==> src/design/zx_pkg.sv <==
/* ULA shared timing and bus types */

package zx_pkg;

    // Raster in 7 MHz pixel clocks and lines
    localparam logic [8:0] H_TOTAL = 9'd448;
    localparam logic [8:0] V_TOTAL = 9'd312;
    localparam logic [8:0] H_ACTIVE = 9'd256;
    localparam logic [8:0] V_ACTIVE = 9'd192;

    localparam logic [8:0] H_SYNC_START = 9'd336;
    localparam logic [8:0] H_SYNC_LEN = 9'd32;
    localparam logic [8:0] V_SYNC_START = 9'd248;
    localparam logic [8:0] V_SYNC_LEN = 9'd4;

    // Frame interrupt, length in clk28 cycles
    localparam logic [8:0] INT_LINE = 9'd248;
    localparam logic [8:0] INT_LEN = 9'd256;

    // Fetch to screen output latency in pixel clocks
    localparam logic [8:0] OUT_DELAY = 9'd8;

    // Attribute area follows the 6144-byte bitmap
    localparam logic [13:0] ATTR_BASE = 14'd6144;

    // a[15:14] of the 0x4000-0x7FFF window
    localparam logic [1:0] VRAM_PAGE = 2'b01;

    // Z80 bus, strobes already active high
    typedef struct packed {
        logic [15:0] a;
        logic [7:0]  d;
        logic        mreq;
        logic        iorq;
        logic        rd;
        logic        wr;
        logic        m1;
        logic        rfsh;
    } cpu_bus_t;

    // One screen byte request, addr is the offset within the screen
    typedef struct packed {
        logic        valid;
        logic        attr;
        logic [12:0] addr;
    } fetch_req_t;

endpackage

==> src/design/cpucontrol.sv <==
/* CPU clock and frame interrupt */

`timescale 1ns/1ps

module cpucontrol
    import zx_pkg::*;
(
    input  logic       clk28,
    input  logic       rst_n,
    input  cpu_bus_t   bus,
    input  logic [1:0] ck_phase,
    input  logic [8:0] hc,
    input  logic [8:0] vc,
    input  logic       contention,
    output logic       clkcpu,
    output logic       n_int
);

    logic       contended;
    logic       stall;
    logic       int_start;
    logic [8:0] int_cnt;

    // Accesses that compete with the screen for the ULA
    assign contended = (bus.mreq && bus.a[15:14] == VRAM_PAGE) ||
                       (bus.iorq && !bus.a[0]);

    // Only a high clock is frozen, so the CPU sees a long T-state
    assign stall = contention && contended && clkcpu;

    always_ff @(posedge clk28) begin
        if (!rst_n) begin
            clkcpu <= 1'b0;
        end else if (ck_phase == 2'd3 && !stall) begin
            clkcpu <= ~clkcpu;
        end
    end

    assign int_start = (vc == INT_LINE) && (hc == 9'd0) && (ck_phase == 2'd0);

    always_ff @(posedge clk28) begin
        if (!rst_n) begin
            n_int <= 1'b1;
            int_cnt <= 9'd0;
        end else if (int_start) begin
            n_int <= 1'b0;
            int_cnt <= INT_LEN - 9'd1;
        end else if (!n_int) begin
            if (int_cnt == 9'd0) begin
                n_int <= 1'b1;
            end else begin
                int_cnt <= int_cnt - 9'd1;
            end
        end
    end

endmodule

==> src/design/memcontrol.sv <==
/* Video RAM arbiter */

`timescale 1ns/1ps

module memcontrol
    import zx_pkg::*;
(
    input  logic        clk28,
    input  logic        rst_n,
    input  cpu_bus_t    bus,
    input  fetch_req_t  fetch,
    input  logic [7:0]  port_dout,
    input  logic        port_dout_active,
    input  logic [7:0]  vram_rdata,
    output logic [7:0]  fetch_data,
    output logic [13:0] va,
    output logic [7:0]  vram_wdata,
    output logic        vram_we,
    output logic [7:0]  cpu_rdata,
    output logic        cpu_rdata_oe
);

    logic       cpu_vram;
    logic       done;
    logic       serve;
    logic       rd_pend;
    logic       mem_oe;
    logic [7:0] mem_latch;
    logic [7:0] mem_data;

    assign cpu_vram = bus.mreq && !bus.rfsh && (bus.a[15:14] == VRAM_PAGE) &&
                      (bus.rd || bus.wr);

    // Screen has priority, CPU takes any free cycle once per strobe
    assign serve = cpu_vram && !done && !fetch.valid;

    always_comb begin
        if (fetch.valid) begin
            va = {1'b0, fetch.addr} + (fetch.attr ? ATTR_BASE : 14'd0);
        end else begin
            va = bus.a[13:0];
        end
    end

    assign vram_we = serve && bus.wr;
    assign vram_wdata = bus.d;
    assign fetch_data = vram_rdata;

    always_ff @(posedge clk28) begin
        if (!rst_n) begin
            done <= 1'b0;
            rd_pend <= 1'b0;
            mem_oe <= 1'b0;
        end else begin
            if (!cpu_vram) begin
                done <= 1'b0;
            end else if (serve) begin
                done <= 1'b1;
            end
            rd_pend <= serve && bus.rd;
            if (!bus.rd) begin
                mem_oe <= 1'b0;
            end else if (rd_pend) begin
                mem_oe <= 1'b1;
            end
        end
    end

    always_ff @(posedge clk28) begin
        if (rd_pend) begin
            mem_latch <= vram_rdata;
        end
    end

    // RAM output is passed straight through in the cycle it arrives
    assign mem_data = rd_pend ? vram_rdata : mem_latch;

    assign cpu_rdata = port_dout_active ? port_dout : mem_data;
    assign cpu_rdata_oe = port_dout_active || rd_pend || mem_oe;

endmodule

==> src/design/ports.sv <==
/* Port 0xFE */

`timescale 1ns/1ps

module ports
    import zx_pkg::*;
(
    input  logic       clk28,
    input  logic       rst_n,
    input  cpu_bus_t   bus,
    input  logic [4:0] kd,
    input  logic       tape_in,
    output logic [7:0] port_dout,
    output logic       port_dout_active,
    output logic [2:0] border,
    output logic       snd,
    output logic       tape_out
);

    logic       io_sel;
    logic [4:0] kd_s1;
    logic [4:0] kd_s2;
    logic       tape_s1;
    logic       tape_s2;

    // Even port address, interrupt acknowledge excluded
    assign io_sel = bus.iorq && !bus.m1 && !bus.a[0];

    // Keyboard and tape are asynchronous to clk28
    always_ff @(posedge clk28) begin
        kd_s1 <= kd;
        kd_s2 <= kd_s1;
        tape_s1 <= tape_in;
        tape_s2 <= tape_s1;
    end

    always_ff @(posedge clk28) begin
        if (!rst_n) begin
            border <= 3'd0;
            tape_out <= 1'b0;
            snd <= 1'b0;
        end else if (io_sel && bus.wr) begin
            border <= bus.d[2:0];
            tape_out <= bus.d[3];
            snd <= bus.d[4];
        end
    end

    always_ff @(posedge clk28) begin
        if (!rst_n) begin
            port_dout_active <= 1'b0;
        end else begin
            port_dout_active <= io_sel && bus.rd;
        end
    end

    // Unused bits 7 and 5 read as one
    always_ff @(posedge clk28) begin
        port_dout <= {1'b1, tape_s2, 1'b1, kd_s2};
    end

endmodule

==> src/design/screen.sv <==
/* Raster timing, fetch and video output */

`timescale 1ns/1ps

module screen
    import zx_pkg::*;
(
    input  logic       clk28,
    input  logic       rst_n,
    input  logic [2:0] border,
    input  logic [7:0] fetch_data,
    output fetch_req_t fetch,
    output logic [8:0] hc,
    output logic [8:0] vc,
    output logic [1:0] ck_phase,
    output logic       contention,
    output logic [1:0] r,
    output logic [1:0] g,
    output logic [1:0] b,
    output logic       hsync,
    output logic       vsync,
    output logic       csync
);

    logic        tick;
    logic        in_bitmap;
    logic        fetch_due;
    logic [12:0] bitmap_addr;
    logic [12:0] attr_addr;

    logic        fetch_q_valid;
    logic        fetch_q_attr;
    logic [7:0]  bitmap_buf;
    logic [7:0]  attr_buf;

    logic [7:0]  pix_sr;
    logic [7:0]  attr_q;

    logic [8:0]  hd;
    logic [8:0]  vd;
    logic        out_active;
    logic [7:0]  sr_next;
    logic [7:0]  attr_next;
    logic [2:0]  colour;
    logic        bright;
    logic        hs_on;
    logic        vs_on;

    assign tick = (ck_phase == 2'd3);

    always_ff @(posedge clk28) begin
        if (!rst_n) begin
            ck_phase <= 2'd0;
            hc <= 9'd0;
            vc <= 9'd0;
        end else begin
            ck_phase <= ck_phase + 2'd1;
            if (tick) begin
                if (hc == H_TOTAL - 9'd1) begin
                    hc <= 9'd0;
                    vc <= (vc == V_TOTAL - 9'd1) ? 9'd0 : vc + 9'd1;
                end else begin
                    hc <= hc + 9'd1;
                end
            end
        end
    end

    assign in_bitmap = (hc < H_ACTIVE) && (vc < V_ACTIVE);
    assign contention = in_bitmap && !hc[2];

    // Bitmap in pixel clock 0, attribute in pixel clock 1 of each group
    assign fetch_due = in_bitmap && (ck_phase == 2'd0) && (hc[2:1] == 2'b00);
    assign bitmap_addr = {vc[7:6], vc[2:0], vc[5:3], hc[7:3]};
    assign attr_addr = {3'b000, vc[7:3], hc[7:3]};

    always_ff @(posedge clk28) begin
        if (!rst_n) begin
            fetch <= '0;
            fetch_q_valid <= 1'b0;
            fetch_q_attr <= 1'b0;
        end else begin
            fetch.valid <= fetch_due;
            fetch.attr <= hc[0];
            fetch.addr <= hc[0] ? attr_addr : bitmap_addr;
            fetch_q_valid <= fetch.valid;
            fetch_q_attr <= fetch.attr;
        end
    end

    // RAM answers one cycle after the request
    always_ff @(posedge clk28) begin
        if (fetch_q_valid) begin
            if (fetch_q_attr) begin
                attr_buf <= fetch_data;
            end else begin
                bitmap_buf <= fetch_data;
            end
        end
    end

    // Position of the pixel shown after the next tick
    always_comb begin
        if (hc >= OUT_DELAY - 9'd1) begin
            hd = hc - (OUT_DELAY - 9'd1);
            vd = vc;
        end else begin
            hd = hc + H_TOTAL - (OUT_DELAY - 9'd1);
            vd = (vc == 9'd0) ? V_TOTAL - 9'd1 : vc - 9'd1;
        end
    end

    assign out_active = (hd < H_ACTIVE) && (vd < V_ACTIVE);
    assign sr_next = (hd[2:0] == 3'd0) ? bitmap_buf : {pix_sr[6:0], 1'b0};
    assign attr_next = (hd[2:0] == 3'd0) ? attr_buf : attr_q;

    always_comb begin
        if (out_active) begin
            colour = sr_next[7] ? attr_next[2:0] : attr_next[5:3];
            bright = attr_next[6];
        end else begin
            colour = border;
            bright = 1'b0;
        end
    end

    assign hs_on = (hd >= H_SYNC_START) && (hd < H_SYNC_START + H_SYNC_LEN);
    assign vs_on = (vd >= V_SYNC_START) && (vd < V_SYNC_START + V_SYNC_LEN);

    always_ff @(posedge clk28) begin
        if (tick) begin
            pix_sr <= sr_next;
            attr_q <= attr_next;
        end
    end

    // Colour bits are G R B from high to low
    always_ff @(posedge clk28) begin
        if (!rst_n) begin
            r <= 2'b00;
            g <= 2'b00;
            b <= 2'b00;
            hsync <= 1'b1;
            vsync <= 1'b1;
            csync <= 1'b1;
        end else if (tick) begin
            r <= {colour[1], colour[1] & bright};
            g <= {colour[2], colour[2] & bright};
            b <= {colour[0], colour[0] & bright};
            hsync <= ~hs_on;
            vsync <= ~vs_on;
            csync <= ~(hs_on ^ vs_on);
        end
    end

endmodule

==> src/design/zx_ula.sv <==
/* ZX Spectrum 48K ULA */

`timescale 1ns/1ps

module zx_ula
    import zx_pkg::*;
(
    input  logic        clk28,
    input  logic        rst_n,

    input  logic [15:0] xa,
    input  logic [7:0]  xd,
    input  logic        n_rd,
    input  logic        n_wr,
    input  logic        n_mreq,
    input  logic        n_iorq,
    input  logic        n_m1,
    input  logic        n_rfsh,
    output logic [7:0]  cpu_rdata,
    output logic        cpu_rdata_oe,
    output logic        clkcpu,
    output logic        n_int,

    input  logic [4:0]  kd,
    input  logic        tape_in,

    output logic [13:0] va,
    output logic [7:0]  vram_wdata,
    output logic        vram_we,
    input  logic [7:0]  vram_rdata,

    output logic [1:0]  r,
    output logic [1:0]  g,
    output logic [1:0]  b,
    output logic        hsync,
    output logic        vsync,
    output logic        csync,

    output logic        snd,
    output logic        tape_out
);

    cpu_bus_t   bus;
    fetch_req_t fetch;
    logic [7:0] fetch_data;
    logic [2:0] border;
    logic [8:0] hc;
    logic [8:0] vc;
    logic [1:0] ck_phase;
    logic       contention;
    logic [7:0] port_dout;
    logic       port_dout_active;

    // Active high view of the Z80 pins
    assign bus = '{
        a:    xa,
        d:    xd,
        mreq: ~n_mreq,
        iorq: ~n_iorq,
        rd:   ~n_rd,
        wr:   ~n_wr,
        m1:   ~n_m1,
        rfsh: ~n_rfsh
    };

    screen screen0 (
        .clk28      (clk28),
        .rst_n      (rst_n),
        .border     (border),
        .fetch_data (fetch_data),
        .fetch      (fetch),
        .hc         (hc),
        .vc         (vc),
        .ck_phase   (ck_phase),
        .contention (contention),
        .r          (r),
        .g          (g),
        .b          (b),
        .hsync      (hsync),
        .vsync      (vsync),
        .csync      (csync)
    );

    cpucontrol cpucontrol0 (
        .clk28      (clk28),
        .rst_n      (rst_n),
        .bus        (bus),
        .ck_phase   (ck_phase),
        .hc         (hc),
        .vc         (vc),
        .contention (contention),
        .clkcpu     (clkcpu),
        .n_int      (n_int)
    );

    ports ports0 (
        .clk28            (clk28),
        .rst_n            (rst_n),
        .bus              (bus),
        .kd               (kd),
        .tape_in          (tape_in),
        .port_dout        (port_dout),
        .port_dout_active (port_dout_active),
        .border           (border),
        .snd              (snd),
        .tape_out         (tape_out)
    );

    memcontrol memcontrol0 (
        .clk28            (clk28),
        .rst_n            (rst_n),
        .bus              (bus),
        .fetch            (fetch),
        .port_dout        (port_dout),
        .port_dout_active (port_dout_active),
        .vram_rdata       (vram_rdata),
        .fetch_data       (fetch_data),
        .va               (va),
        .vram_wdata       (vram_wdata),
        .vram_we          (vram_we),
        .cpu_rdata        (cpu_rdata),
        .cpu_rdata_oe     (cpu_rdata_oe)
    );

endmodule

==> config.mk <==
export PLATFORM = sky130hd
export DESIGN_NAME = zx_ula
export DESIGN_NICKNAME = d
export VERILOG_FILES = /design/src/design/zx_pkg.sv /design/src/design/cpucontrol.sv /design/src/design/memcontrol.sv /design/src/design/ports.sv /design/src/design/screen.sv /design/src/design/zx_ula.sv
export SDC_FILE = /design/constraint.sdc
export NUM_CORES = 1
export LEC_CHECK = 0
export ABC_AREA = 1
export BUFFER_PORTS_ARGS = -buffer_cell sky130_fd_sc_hd__buf_4
export CAP_MARGIN = 10
export CELL_PAD_IN_SITES_DETAIL_PLACEMENT = 1
export CELL_PAD_IN_SITES_GLOBAL_PLACEMENT = 1
export CORE_ASPECT_RATIO = 0.75
export CORE_MARGIN = 8
export CORE_UTILIZATION = 38
export DETAILED_ROUTE_END_ITERATION = 10
export GPL_TIMING_DRIVEN = 1
export PLACE_DENSITY_LB_ADDON = 0.08
export SYNTH_ARGS = -nofsm -noshare
export SYNTH_HDL_FRONTEND = slang
export SYNTH_HIERARCHICAL = 1
export SYNTH_SLANG_ARGS = --single-unit
==> constraint.sdc <==
create_clock -name clk28 -period 2.3 [get_ports clk28]
set_clock_uncertainty 0.1 [all_clocks]
set_input_delay 0.115 -clock clk28 [delete_from_list [all_inputs] [get_ports clk28]]
set_output_delay 0.115 -clock clk28 [all_outputs]
set_load 0.03 [all_outputs]
Word-level counts from Yosys, hierarchy flattened
Cells that the tools add are included.

storage, ports and cells
  bits in read-only memories = 0
  word-level logic and storage cells = 148
  flip-flop bits (word level) = 122
  memories kept = 0
  RAM bits = 0
  bits in latches = 0
  bits of input ports = 46

cells by class
  muxes and demuxes = 21
  divide/modulo/power cells = 0
  bitwise operators = 16
  shifts and indexed selects = 0
  add/subtract/negate cells = 9
  eq/ne operators = 7
  reduce and logical (&&, ||, !) cells = 49
  multipliers = 0
  $lt $le $gt $ge = 9

operators with widths
  kind                                                        number
  2-to-1 mux 8 bit                                            6
  2-to-1 mux 9 bit                                            5
  zero test 9 bit                                             3
  less-than comparator 9 x 8 -> 1 bit, second input constant  3
  less-than comparator 9 bit, second input constant           3
  logical AND 1 bit                                           25
  adder 9 x 1 -> 9 bit, second input constant                 2
  == test 9 bit, second input constant                        2
  subtractor 9 x 1 -> 9 bit, second input constant            2
  subtractor 9 x 3 -> 9 bit, second input constant            2
  adder 13 x 14 -> 14 bit                                     1
  2-to-1 mux 14 bit                                           1
  2-to-1 mux 13 bit                                           1
  NOT 1 bit                                                   12
  AND reduction 2 bit                                         6
  2-to-1 mux 10 bit                                           1
  adder 9 bit, second input constant                          1
  == test 9 x 8 -> 1 bit, second input constant               1
  >= comparator 9 x 3 -> 1 bit, second input constant         1
  >= comparator 9 x 8 -> 1 bit, second input constant         1
  >= comparator 9 bit, second input constant                  1
  2-to-1 mux 7 bit                                            1
  2-to-1 mux 3 bit                                            2
  OR reduction 2 bit                                          3
  12 further kinds                                            25

Logic depth before layout (Yosys ltp)
Gate-level depths: netlist of run 1.

  word-level depth = 8
  mapped depth = 14
  depth with buffers taken out = 14

Cells and area by module
The synthesis of run 1 kept the hierarchy.

modules (own cells, without submodules)
  module      cells an instance  times used  area an instance (um^2)
  screen      395                1           3448.3
  memcontrol  136                1           833.3
  cpucontrol  123                1           767.0
  ports       61                 1           655.6
  zx_ula      6                  1           22.5

Least setup slack after synthesis of run 1
No wires, ideal clock.

  path type = register to register
  start = register screen0.ck_phase[0]
  end = register screen0.vc[8]
  stages on the path, launching flop included = 11
  period minus slack after synthesis = 2217 ps
  arrival time = 1987 ps
  buffers on the path = 0
  setup time = 130 ps
  path slack = 83 ps
  path through = dfxtp_1 > ha_1 > inv_2 > nor3_4 > nand3_1 > nor2_2 > nand4_2 > nor2_2 > nand2_1 > xor2_1 > nor2_1

between the ends
  word-level cells in the longest chain between the ends = 2

RTL lines
  element                        line          text
  from (decl)                    screen.sv:15  output logic [1:0] ck_phase,
  from (signal assigned)         screen.sv:57  ck_phase <= ck_phase + 2'd1;
  == test 2 bit                  screen.sv:49  assign tick = (ck_phase == 2'd3);
  AND reduction 2 bit (no line)  n/a
  to (signal assigned)           screen.sv:61  vc <= (vc == V_TOTAL - 9'd1) ? 9'd0 : vc + 9'd1;
  to (decl)                      screen.sv:14  output logic [8:0] vc,

No other way between the ends.
A chain may end at the register's enable or synchronous reset.

Final worst setup path of run 1
  start = register screen0.hc[1]
  end = register screen0.g[1]

between the ends
  word-level cells in the longest chain between the ends = 7
  elaborated cells on any way between the ends = 14

RTL lines
  element                                              line           text
  from (decl)                                          screen.sv:13   output logic [8:0] hc,
  from (signal assigned)                               screen.sv:63   hc <= hc + 9'd1;
  branches (longest 6 deep; another with adder 9 bit)  n/a
  2-to-1 mux 3 bit (*)                                 screen.sv:118  if (out_active) begin
  to (signal assigned)                                 screen.sv:148  g <= {colour[2], colour[2] & bright};
  to (decl)                                            screen.sv:18   output logic [1:0] g,

Mark *: on every way between the ends.

==> flow_summary_export.csv, run 1 <==
group,metric,value,unit
timing,worstMarginPinSlew,0.8121,ns
critical_path,max_stage_delay,0.44,ns
floorplan,rows,39,
grt,grt_pass1_vias,5406,
synthesis,synth-edff-count,29,
grt,grt_pass1_wl,27820,µm
floorplan,ios,91,
synthesis,synthFlopType,"dfxtp_1",
synthesis,ys_ff_latch,121,
grt,grt-ovfl-total,0,
clock_network,clock-root-buffer,"clkbuf_16",
clock_network,htree_levels,4,
timing,finalCriticalPeriod,2.135,ns
floorplan,initial_core_util,0.3823,
clock_network,cts_inserted_buffers,17,
floorplan,dieHeight,122.3,µm
synthesis,async_reset_ff_frac,0,
min_path,worstHoldPathType,"input port to flop",
floorplan,core,0.01498,mm²
layout,antenna_cells,0,
critical_path,r2r_setup_slack,0.16,ns
drt,wl,17330,µm
min_path,holdPathStages,6,
timing,finalHoldViolations,0,
drt,vias,5109,
layout,nets,896,
synthesis,yosysTopAreaCell,"dfxtp_1",
critical_path,critPathBufInv,1,
placed_design,place_hpwl,12490,µm
synthesis,yosys_warnings,6,
critical_path,r2r_end,"screen0/g[1]$_SDFFE_PN0N_",
power_and_ir_drop,irDropWorstVdd,479.9,µV
drt,wl_per_cell,16.38,µm
min_path,hold_path_end,"ports0/border[0]$_SDFFE_PN0P_",
critical_path,crit_chain,"ha_1, ha_2, mux2_2, o21ai_1, inv_1, nand3_1, nand3_1, a21oi_1",
synthesis,syn_area_per_cell,7.943,µm²
layout,area_growth_syn_to_layout,30.35,%
synthesis,ys_types,46,
critical_path,worstSetupPathType,"flop to flop",
floorplan,dieArea,0.01930,mm²
timing,final.period_utilization,0.9284,
drt,vias_per_cell,4.829,
synthesis,yosysMostFrequentCell,"nand2_1",
timing,final.setup.tns,0,ns
clock_network,cts_sinks,121,
drt,firstDrtPassIters,4,
timing,setup_viol,0,
critical_path,worstReg2RegStart,"screen0/hc[1]$_SDFFE_PN0N_",
timing,hold-worst-slack,0.05075,ns
power_and_ir_drop,p_leak,3.531,nW
floorplan,die_w,157.8,µm
critical_path,critPathLaunch,"screen0/hc[1]$_SDFFE_PN0N_",
timing,maxSlewHeadroom,0.4566,
clock_network,clk_pin_slew_worst_paths,0.06,ns
critical_path,cp.required,2.55,ns
synthesis,syn_inst,721,
synthesis,synthTopCellsByCount,"nand2_1, inv_1, dfxtp_1",
grt,antenna_found_initial,0,
synthesis,syn_area,0.005727,mm²
timing,max_freq,0.4683,GHz
power_and_ir_drop,power_per_cell_area,760.9,mW/mm²
grt,grt_max_degree,26,
timing,drv_slew,0,
timing,rsz0062_at_grt,"false",
critical_path,worst_ep_arrival_time,2.38,ns
critical_path,start_kind,"flop",
drt,drt_iter0_markers,237,
drt,ant_nets,0,
critical_path,rr_worst_depth,8,
drt,drc,0,
placed_design,portBuffers,84,
grt,track_usage,0.1857,
synthesis,ys_seq_area_frac,0.4737,
critical_path,slowest_stage,"mux2_2",
layout,drive_above_1_share,0.2380,
critical_path,cpMostUsedCell,"nand3_1",
clock_network,cts_tree,"built",
placed_design,gp_congestion,0.9120,
synthesis,synth_top_cell_area_share,0.3216,
critical_path,end_kind,"flop",
clock_network,clkLatencyLatePin,0.42,ns
critical_path,cp_top_family,"adder cells",
synthesis,ys_top_cells_by_area,"dfxtp_1, edfxtp_1, nand2_1",
outcome,status,"complete, no violations",
flow_run,drv_cap,0,
clock_network,ctsLongestPathBuffers,2,
min_path,hp-start,"n_iorq",
critical_path,cp_max_fo,6,
[state kept, by name, summed over array words and instances, names as in the netlist, 8 cells and up]
name	flops
cpucontrol0/int_cnt	9
memcontrol0/mem_latch	8
screen0/bitmap_buf	8
screen0/fetch	15
screen0/hc	9
screen0/vc	9
[metrics by stage]
stage               area (µm²)  instances  utilization  worst slack, ns  total power, mW
finish                    7465       1058       0.4983           0.1648            5.680
detailed placement        6499        993       0.4338         -0.05503            2.899
floorplan                 5731        722            -          0.08279            2.679
CTS                       7438       1057       0.4965          0.04532            5.741
global placement          6499        993       0.4338         -0.02879            2.883
global route              7465       1058       0.4983         0.006478            5.893
[worst max-delay path by stage]
| stage | slack [ns] | to | cells after the start |
|---|---|---|---|
| 2_1_floorplan | 0.08 | screen0/vc[8]$_SDFFE_PN0P_ | 10 |
| 3_3_place_gp | -0.03 | screen0/r[1]$_SDFFE_PN0N_ | 8 |
| 3_5_place_dp | -0.06 | screen0/r[1]$_SDFFE_PN0N_ | 8 |
| 4_1_cts | 0.05 | screen0/b[1]$_SDFFE_PN0N_ | 8 |
| 5_1_grt | 0.006 | screen0/g[1]$_SDFFE_PN0N_ | 14 |
| 6_report | 0.16 | screen0/g[1]$_SDFFE_PN0N_ | 8 |
[cell families after synthesis]
family / after synthesis / share of synthesized area
AOI/OAI and AO/OA: 59 / 0.05965
xor gates and xnor gates: 7 / 0.01071
adders and majority gates: 10 / 0.02316
buffers and inverters: 145 / 0.1165
DFF: 121 / 0.4737
muxes: 11 / 0.02163
other: 1 / 0.0006548
and+or+nand+nor: 367 / 0.2941
[per-layer routing]
| layer | GRT usage | part of all wire | up-vias |
|---|---|---|---|
| li1 | - | - | 2519 |
| met1 | 0.2406 | 0.45 | 2495 |
| met2 | 0.2983 | 0.49 | 80 |
| met3 | 0.05419 | 0.051 | 15 |
| met4 | 0.05042 | 0.010 | 0 |
| met5 | 0 | 0 | - |
[tightest hold or removal path: stages]
cell,delay (ns)
buf_4,0.08
inv_1,0.05
nand3_2,0.11
nor2_4,0.05
nor2_1,0.08
nor2_1,0.05
[cell usage in the layout (no fill, tap or decap), types with 3 or more instances in the layout]
cell	n
nand2_1	185
buf_4	102
inv_1	95
dfxtp_1	90
nor2_1	75
nand3_1	36
dlygate4sd3_1	32
edfxtp_1	29
nand4_1	20
clkbuf_16	18
o21ai_0	17
a21oi_1	16
nor2_2	15
inv_2	12
a31oi_1	11
mux2_2	11
ha_1	7
xor2_1	7
inv_6	6
o21ai_1	6
nor3_1	6
nand2_2	5
nor2_4	5
nand3_2	4
nor3b_1	3
[repair_timing]
item / in CTS / in global routing
cloned: 0 / 0
hold buffers: 32 / 0
setup buffers: 0 / 1
endpoints found under the setup margin: 1 / 8
pin swaps: 0 / 2
resized for setup: 1 / 11
hold endpoints to repair: 45 / 0
[final cells by class]
type                       instances  area, µm²
clock buffer                      19      464.2
clock inverter                    13      155.1
fill                            1832       7516
inverter                         110      422.9
multi-input combinational        456       2365
sequential                       121       2715
tap                              205      256.5
timing repair buffer             134       1086
[report_power, final]
group / internal [mW] / total [mW] / switching (mW) / leakage (nW)
logic: 0.236 / 0.598 / 0.361 / 2.21
clock network: 1.72 / 2.79 / 1.07 / 0.300
registers: 2.26 / 2.30 / 0.0352 / 1.02
(Power assumes the default switching activity.)
==> run 2, diff against run 1 <==
--- a/config.mk
+++ b/config.mk
@@ -6,15 +6,16 @@
 export NUM_CORES = 1
 export LEC_CHECK = 0
 export ABC_AREA = 1
-export BUFFER_PORTS_ARGS = -buffer_cell sky130_fd_sc_hd__buf_4
 export CAP_MARGIN = 10
 export CELL_PAD_IN_SITES_DETAIL_PLACEMENT = 1
 export CELL_PAD_IN_SITES_GLOBAL_PLACEMENT = 1
 export CORE_ASPECT_RATIO = 0.75
 export CORE_MARGIN = 8
-export CORE_UTILIZATION = 38
+export CORE_UTILIZATION = 42
 export DETAILED_ROUTE_END_ITERATION = 10
+export DONT_BUFFER_PORTS = 1
 export GPL_TIMING_DRIVEN = 1
+export HOLD_SLACK_MARGIN = 0.06
 export PLACE_DENSITY_LB_ADDON = 0.08
 export SYNTH_ARGS = -nofsm -noshare
 export SYNTH_HDL_FRONTEND = slang
==> run 2 against run 1 <==
Sequential power hardly changed. Design area decreased by 8.1%. Setup slack lost 0.00081 ns. Clock power shrank 7.9%. Utilization up 0.92 points. Critical path type unchanged. Hold slack improved by 0.031 ns. Flip-flop and latch count did not move.
==> flow_summary_export.csv, run 2 (synthesis results as in run 1) <==
group,metric,value,unit
grt,track_usage,0.1935,
critical_path,worstReg2RegStart,"screen0/hc[1]$_SDFFE_PN0N_",
placed_design,gp_congestion,0.7940,
floorplan,die_w,150.8,µm
timing,rsz0062_at_grt,"true",
critical_path,start_kind,"flop",
clock_network,htree_levels,4,
layout,drive_above_1_share,0.1538,
drt,ant_nets,0,
critical_path,r2r_setup_slack,0.16,ns
timing,hold-worst-slack,0.08176,ns
grt,grt-ovfl-total,0,
min_path,worstHoldPathType,"input port to flop",
clock_network,cts_sinks,121,
layout,antenna_cells,0,
timing,maxSlewHeadroom,0.5424,
timing,worstMarginPinSlew,0.6839,ns
placed_design,portBuffers,0,
layout,fin_cells,955,
critical_path,cp_max_fo,9,
timing,setup_ws,0.1640,ns
critical_path,slowest_stage,"mux2_2",
critical_path,worst_ep_arrival_time,2.31,ns
drt,wl_per_cell,16.79,µm
floorplan,ios,91,
clock_network,cts_tree,"built",
critical_path,end_kind,"flop",
power_and_ir_drop,power_per_cell_area,781.4,mW/mm²
timing,finalCriticalPeriod,2.136,ns
layout,mostFrequentLayoutCells,"nand2_1, inv_1, dfxtp_1, nor2_1, dlygate4sd3_1",
placed_design,place_hpwl,11250,µm
layout,layout_commonest_cell,"nand2_1",
critical_path,crit_end,"screen0/r[1]$_SDFFE_PN0N_",
grt,grt_max_degree,38,
flow_run,drv_cap,0,
placed_design,dp_cells,883,
power_and_ir_drop,irDropWorstVdd,514.1,µV
timing,finalHoldViolations,0,
layout,nets,823,
floorplan,core,0.01352,mm²
timing,final.setup.tns,0,ns
floorplan,dieHeight,117.1,µm
grt,antenna_found_initial,0,
drt,firstDrtPassIters,4,
floorplan,initial_core_util,0.4236,
layout,area_growth_syn_to_layout,19.79,%
critical_path,rr_worst_depth,10,
floorplan,rows,37,
drt,drt_iter0_markers,180,
critical_path,critPathBufInv,2,
timing,setup_viol,0,
critical_path,cp.required,2.48,ns
placed_design,place_ws,0.1227,ns
clock_network,clock-root-buffer,"clkbuf_16",
clock_network,clk_pin_slew_worst_paths,0.06,ns
layout,largest_reg_flops,15,
drt,drc,0,
timing,final.period_utilization,0.9287,
outcome,status,"complete, no violations",
critical_path,critPathLaunch,"screen0/hc[1]$_SDFFE_PN0N_",
critical_path,r2r_end,"screen0/r[1]$_SDFFE_PN0N_",
critical_path,crit_chain,"ha_2, ha_2, buf_4, mux2_2, nand2_1, o21ai_0, inv_1, nand3_1, nand3_1, a21oi_1",
critical_path,worstSetupPathType,"flop to flop",
power_and_ir_drop,p_leak,3.144,nW
timing,max_freq,0.4682,GHz
floorplan,dieArea,0.01767,mm²
grt,grt_pass1_wl,26450,µm
critical_path,max_stage_delay,0.36,ns
grt,grt_pass1_vias,5068,
clock_network,clkLatencyLatePin,0.41,ns
critical_path,cp_top_family,"adder cells",
drt,wl,16030,µm
drt,vias,4794,
layout,top_register,"screen0/fetch",
critical_path,cp.depth,10,
timing,drv_slew,0,
clock_network,cts_inserted_buffers,17,
clock_network,ctsLongestPathBuffers,2,
drt,vias_per_cell,5.020,
-- run 2: worst register-to-register path, cell delays in order, from the launching register on --
cell,delay [ns]
dfxtp_1,0.35
ha_2,0.20
ha_2,0.28
buf_4,0.20
mux2_2,0.36
nand2_1,0.06
o21ai_0,0.11
inv_1,0.10
nand3_1,0.09
nand3_1,0.09
a21oi_1,0.06
-- run 2: worst min-delay path by stage --
| stage | slack [ns] | endpoint | cells past startpoint | startpoint |
|---|---|---|---|---|
| floorplan | 0.04 | ports0/kd_s1[0]$_DFF_P_ | 0 | kd[0] |
| global placement | 0.04 | ports0/kd_s1[3]$_DFF_P_ | 0 | kd[3] |
| detailed placement | 0.04 | ports0/kd_s1[2]$_DFF_P_ | 0 | kd[2] |
| CTS | 0.07 | memcontrol0/rd_pend$_SDFF_PN0_ | 5 | n_wr |
| global route | 0.13 | vram_wdata[2] | 0 | xd[2] |
| finish | 0.08 | cpucontrol0/clkcpu$_SDFFE_PN0P_ | 4 | xa[14] |
-- run 2: per-stage QoR --
step,utilization,power (mW),cell area (µm²)
CTS,0.5049,5.399,6825
finish,0.5075,5.360,6860
floorplan,-,2.679,5731
global route,0.5075,5.555,6860
global placement,0.4335,2.750,5861
detailed placement,0.4335,2.766,5861
-- run 2: layout make-up --
class	instances	area (µm²)
Clock inverter	11	123.9
Timing Repair Buffer	61	565.5
Sequential cell	121	2715
Fill cell	1639	6658
Inverter	110	420.4
Tap cell	175	219.0
Clock buffer	21	440.4
Multi-Input combinational cell	456	2376
-- run 2: where the power goes --
part | leakage [nW] | switching (mW) | total, mW | internal (mW)
clock network | 0.267 | 0.982 | 2.57 | 1.59
registers | 1.02 | 0.0517 | 2.31 | 2.26
logic | 1.86 | 0.312 | 0.473 | 0.161
total | 3.14 | 1.35 | 5.36 | 4.01
-- run 2: metal layers --
layer | GRT usage | share of wire | vias to the layer above | routed length (µm)
met5 | 0 | 0 | - | 0
met2 | 0.3080 | 0.47 | 81 | 7516
met3 | 0.05071 | 0.046 | 11 | 739
met1 | 0.2548 | 0.48 | 2339 | 7658
li1 | - | - | 2363 | -
met4 | 0.05588 | 0.0074 | 0 | 119
-- run 2: what timing repair did --
action	CTS	global route
setup endpoints to repair	0	12
setup buffers	0	1
gates resized for setup	0	12
hold buffers	39	0
endpoints found under the hold margin	90	0
==> run 3, diff against run 2 <==
--- a/config.mk
+++ b/config.mk
@@ -9,14 +9,14 @@
 export CAP_MARGIN = 10
 export CELL_PAD_IN_SITES_DETAIL_PLACEMENT = 1
 export CELL_PAD_IN_SITES_GLOBAL_PLACEMENT = 1
-export CORE_ASPECT_RATIO = 0.75
 export CORE_MARGIN = 8
 export CORE_UTILIZATION = 42
 export DETAILED_ROUTE_END_ITERATION = 10
 export DONT_BUFFER_PORTS = 1
 export GPL_TIMING_DRIVEN = 1
 export HOLD_SLACK_MARGIN = 0.06
-export PLACE_DENSITY_LB_ADDON = 0.08
+export PLACE_DENSITY = 0.8
+export SLEW_MARGIN = 20
 export SYNTH_ARGS = -nofsm -noshare
 export SYNTH_HDL_FRONTEND = slang
 export SYNTH_HIERARCHICAL = 1
==> run 3 against run 2 <==
Non-clock buffer count decreased by 2. Via count rose by 4.2%. Sequential share of layout area barely moved. Utilization grew 0.89 points. Setup slack got worse by 0.11 ns. Die area shrank 0.22%. Global-route usage is 1.4 points higher. Clock power down 4%. Combinational power rose by 3%. Critical path depth increased by 4. Total power is 1.9% lower. First-iteration DRC count is 66% higher. Critical endpoint is now screen0/b[1]$_SDFFE_PN0N_. Largest power group unchanged.
==> flow_summary_export.csv, run 3 (synthesis results as in run 1) <==
group,metric,value,unit
outcome,status,"complete, no violations",
flow_run,drv_cap,0,
grt,grt_pass1_vias,5389,
power_and_ir_drop,p_leak,3.147,nW
floorplan,dieHeight,132.8,µm
floorplan,dieArea,0.01763,mm²
layout,seq_area,0.002718,mm²
timing,finalCriticalPeriod,2.244,ns
drt,drt_iter0_markers,299,
power_and_ir_drop,intPower,3.829,mW
grt,use_met3,0.05526,
critical_path,r2r_setup_slack,0.06,ns
placed_design,portBuffers,0,
timing,drv_slew,0,
grt,track_usage,0.2078,
clock_network,ctsLongestPathBuffers,2,
layout,nFillCells,1604,
clock_network,cts_tree,"built",
clock_network,htree_levels,4,
critical_path,cp.required,2.54,ns
floorplan,ios,91,
critical_path,slowest_stage,"dfxtp_2",
drt,wl,18180,µm
power_and_ir_drop,p_sw_frac,0.2717,
drt,wl_per_cell,19.03,µm
critical_path,start_kind,"flop",
critical_path,crit_end,"screen0/b[1]$_SDFFE_PN0N_",
critical_path,worstReg2RegStart,"screen0/vc[1]$_SDFFE_PN0P_",
grt,met2_usage,0.3633,
power_and_ir_drop,irDropWorstVdd,516.1,µV
clock_network,clk_pin_slew_worst_paths,0.06,ns
clock_network,clkLatencyLatePin,0.42,ns
power_and_ir_drop,pwr-share-comb,0.092,
power_and_ir_drop,total_power,5.258,mW
floorplan,initial_core_util,0.4307,
floorplan,core,0.01330,mm²
grt,antenna_found_initial,1,
grt,grt_max_degree,38,
critical_path,end_kind,"flop",
grt,grt_pass1_wl,28620,µm
placed_design,gp_congestion,0.9235,
power_and_ir_drop,switchingPower,1.429,mW
floorplan,rows,42,
clock_network,clock-root-buffer,"clkbuf_16",
floorplan,die_w,132.8,µm
grt,busiest_layer,"met2",
placed_design,place_hpwl,11510,µm
layout,largest_reg_flops,15,
timing,final.period_utilization,0.9755,
timing,finalHoldViolations,0,
layout,drive_above_1_share,0.1671,
critical_path,r2r_end,"screen0/b[1]$_SDFFE_PN0N_",
power_and_ir_drop,pwr-share-clk,0.467,
timing,worstMarginPinSlew,0.7433,ns
critical_path,worst_ep_arrival_time,2.49,ns
critical_path,cp_max_fo,5,
layout,area_growth_syn_to_layout,19.88,%
critical_path,worstSetupPathType,"flop to flop",
clock_network,cts_sinks,121,
critical_path,cpMostUsedCell,"nand2_1",
timing,max_freq,0.4457,GHz
power_and_ir_drop,power_per_cell_area,765.9,mW/mm²
timing,setup_viol,0,
critical_path,max_stage_delay,0.35,ns
drt,vias,4993,
grt,grt.met1_usage,0.2208,
min_path,worstHoldPathType,"input port to flop",
grt,grt-ovfl-total,0,
drt,firstDrtPassIters,4,
drt,drc,0,
layout,mostFrequentLayoutCells,"nand2_1, inv_1, dfxtp_1, nor2_1, dlygate4sd3_1",
timing,hold-worst-slack,0.1075,ns
power_and_ir_drop,seqPwrFrac,0.441,
layout,top_register,"screen0/fetch",
critical_path,critPathLaunch,"screen0/vc[1]$_SDFFE_PN0P_",
drt,ant_nets,0,
timing,maxSlewHeadroom,0.5026,
clock_network,cts_inserted_buffers,17,
layout,final_area,0.006865,mm²
layout,layout_commonest_cell,"nand2_1",
layout,nets,821,
layout,multi_input_area,0.002409,mm²
critical_path,crit_chain,"inv_2, ha_2, inv_1, nor2_2, nand2_1, nand2_1, nand3_2, nand2_1, o21ai_1, nor2_2, nand2_2, nand2_1, nand3_1, a21oi_2",
placed_design,placed_cell_area,0.005832,mm²
critical_path,rr_worst_depth,14,
drt,vias_per_cell,5.228,
[run 3: routing by layer]
metal	vias to the layer above	routed length (µm)
met5	-	0
met4	0	754
met3	58	921
met2	142	9363
met1	2429	7136
li1	2364	-
[run 3: worst min-delay path by stage]
stage | startpoint | to | slack [ns] | cells after the start
3_5_place_dp | kd[3] | ports0/kd_s1[3]$_DFF_P_ | 0.04 | 0
6_report | xa[14] | cpucontrol0/clkcpu$_SDFFE_PN0P_ | 0.11 | 4
3_3_place_gp | kd[3] | ports0/kd_s1[3]$_DFF_P_ | 0.04 | 0
5_1_grt | xd[6] | vram_wdata[6] | 0.13 | 0
2_1_floorplan | kd[0] | ports0/kd_s1[0]$_DFF_P_ | 0.04 | 0
4_1_cts | n_wr | memcontrol0/rd_pend$_SDFF_PN0_ | 0.07 | 5
[run 3: power groups by stage]
stage	Combinational (mW)	Clock [mW]	Sequential, mW
finish	0.485	2.46	2.32
CTS	0.473	2.46	2.31
detailed placement	0.404	0	2.36
floorplan	0.341	0	2.34
global route	0.519	2.58	2.32
global placement	0.391	0	2.36
[run 3: worst max-delay path, delay by kind of cell (launching register included)]
kind                       cells  cell delay [ns]
adders and majority gates      1             0.22
AOI/OAI and AO/OA              2             0.32
and+or+nand+nor                9             0.96
DFF                            1             0.35
buffers and inverters          2             0.22
[run 3: area by class of cell]
class                      instances  share of cell area
antenna                            1           0.0003645
tap                              176             0.03208
sequential                       121              0.3958
timing repair buffer              59             0.08110
clock inverter                    13             0.01367
inverter                         110             0.06160
multi-input combinational        456              0.3508
clock buffer                      19             0.06452
[run 3: what timing repair did]
item	4_1_cts	5_1_grt
endpoints found under the hold margin	90	0
setup endpoints to repair	2	14
resized for setup	1	23
buffers inserted	0	2
pin swaps	0	6
gates cloned	0	0
hold buffers	40	0
[run 3: stage by stage]
step                      utilization  TNS [ns]  instances  setup slack (ns)
final                          0.5164         0        955           0.05643
after global routing           0.5164  -0.04908        955          -0.03689
after CTS                      0.5101         0        952           0.04391
after detailed placement       0.4386         0        880           0.08747
after global placement         0.4386         0        880            0.1587
after floorplan                     -         0        722           0.08279
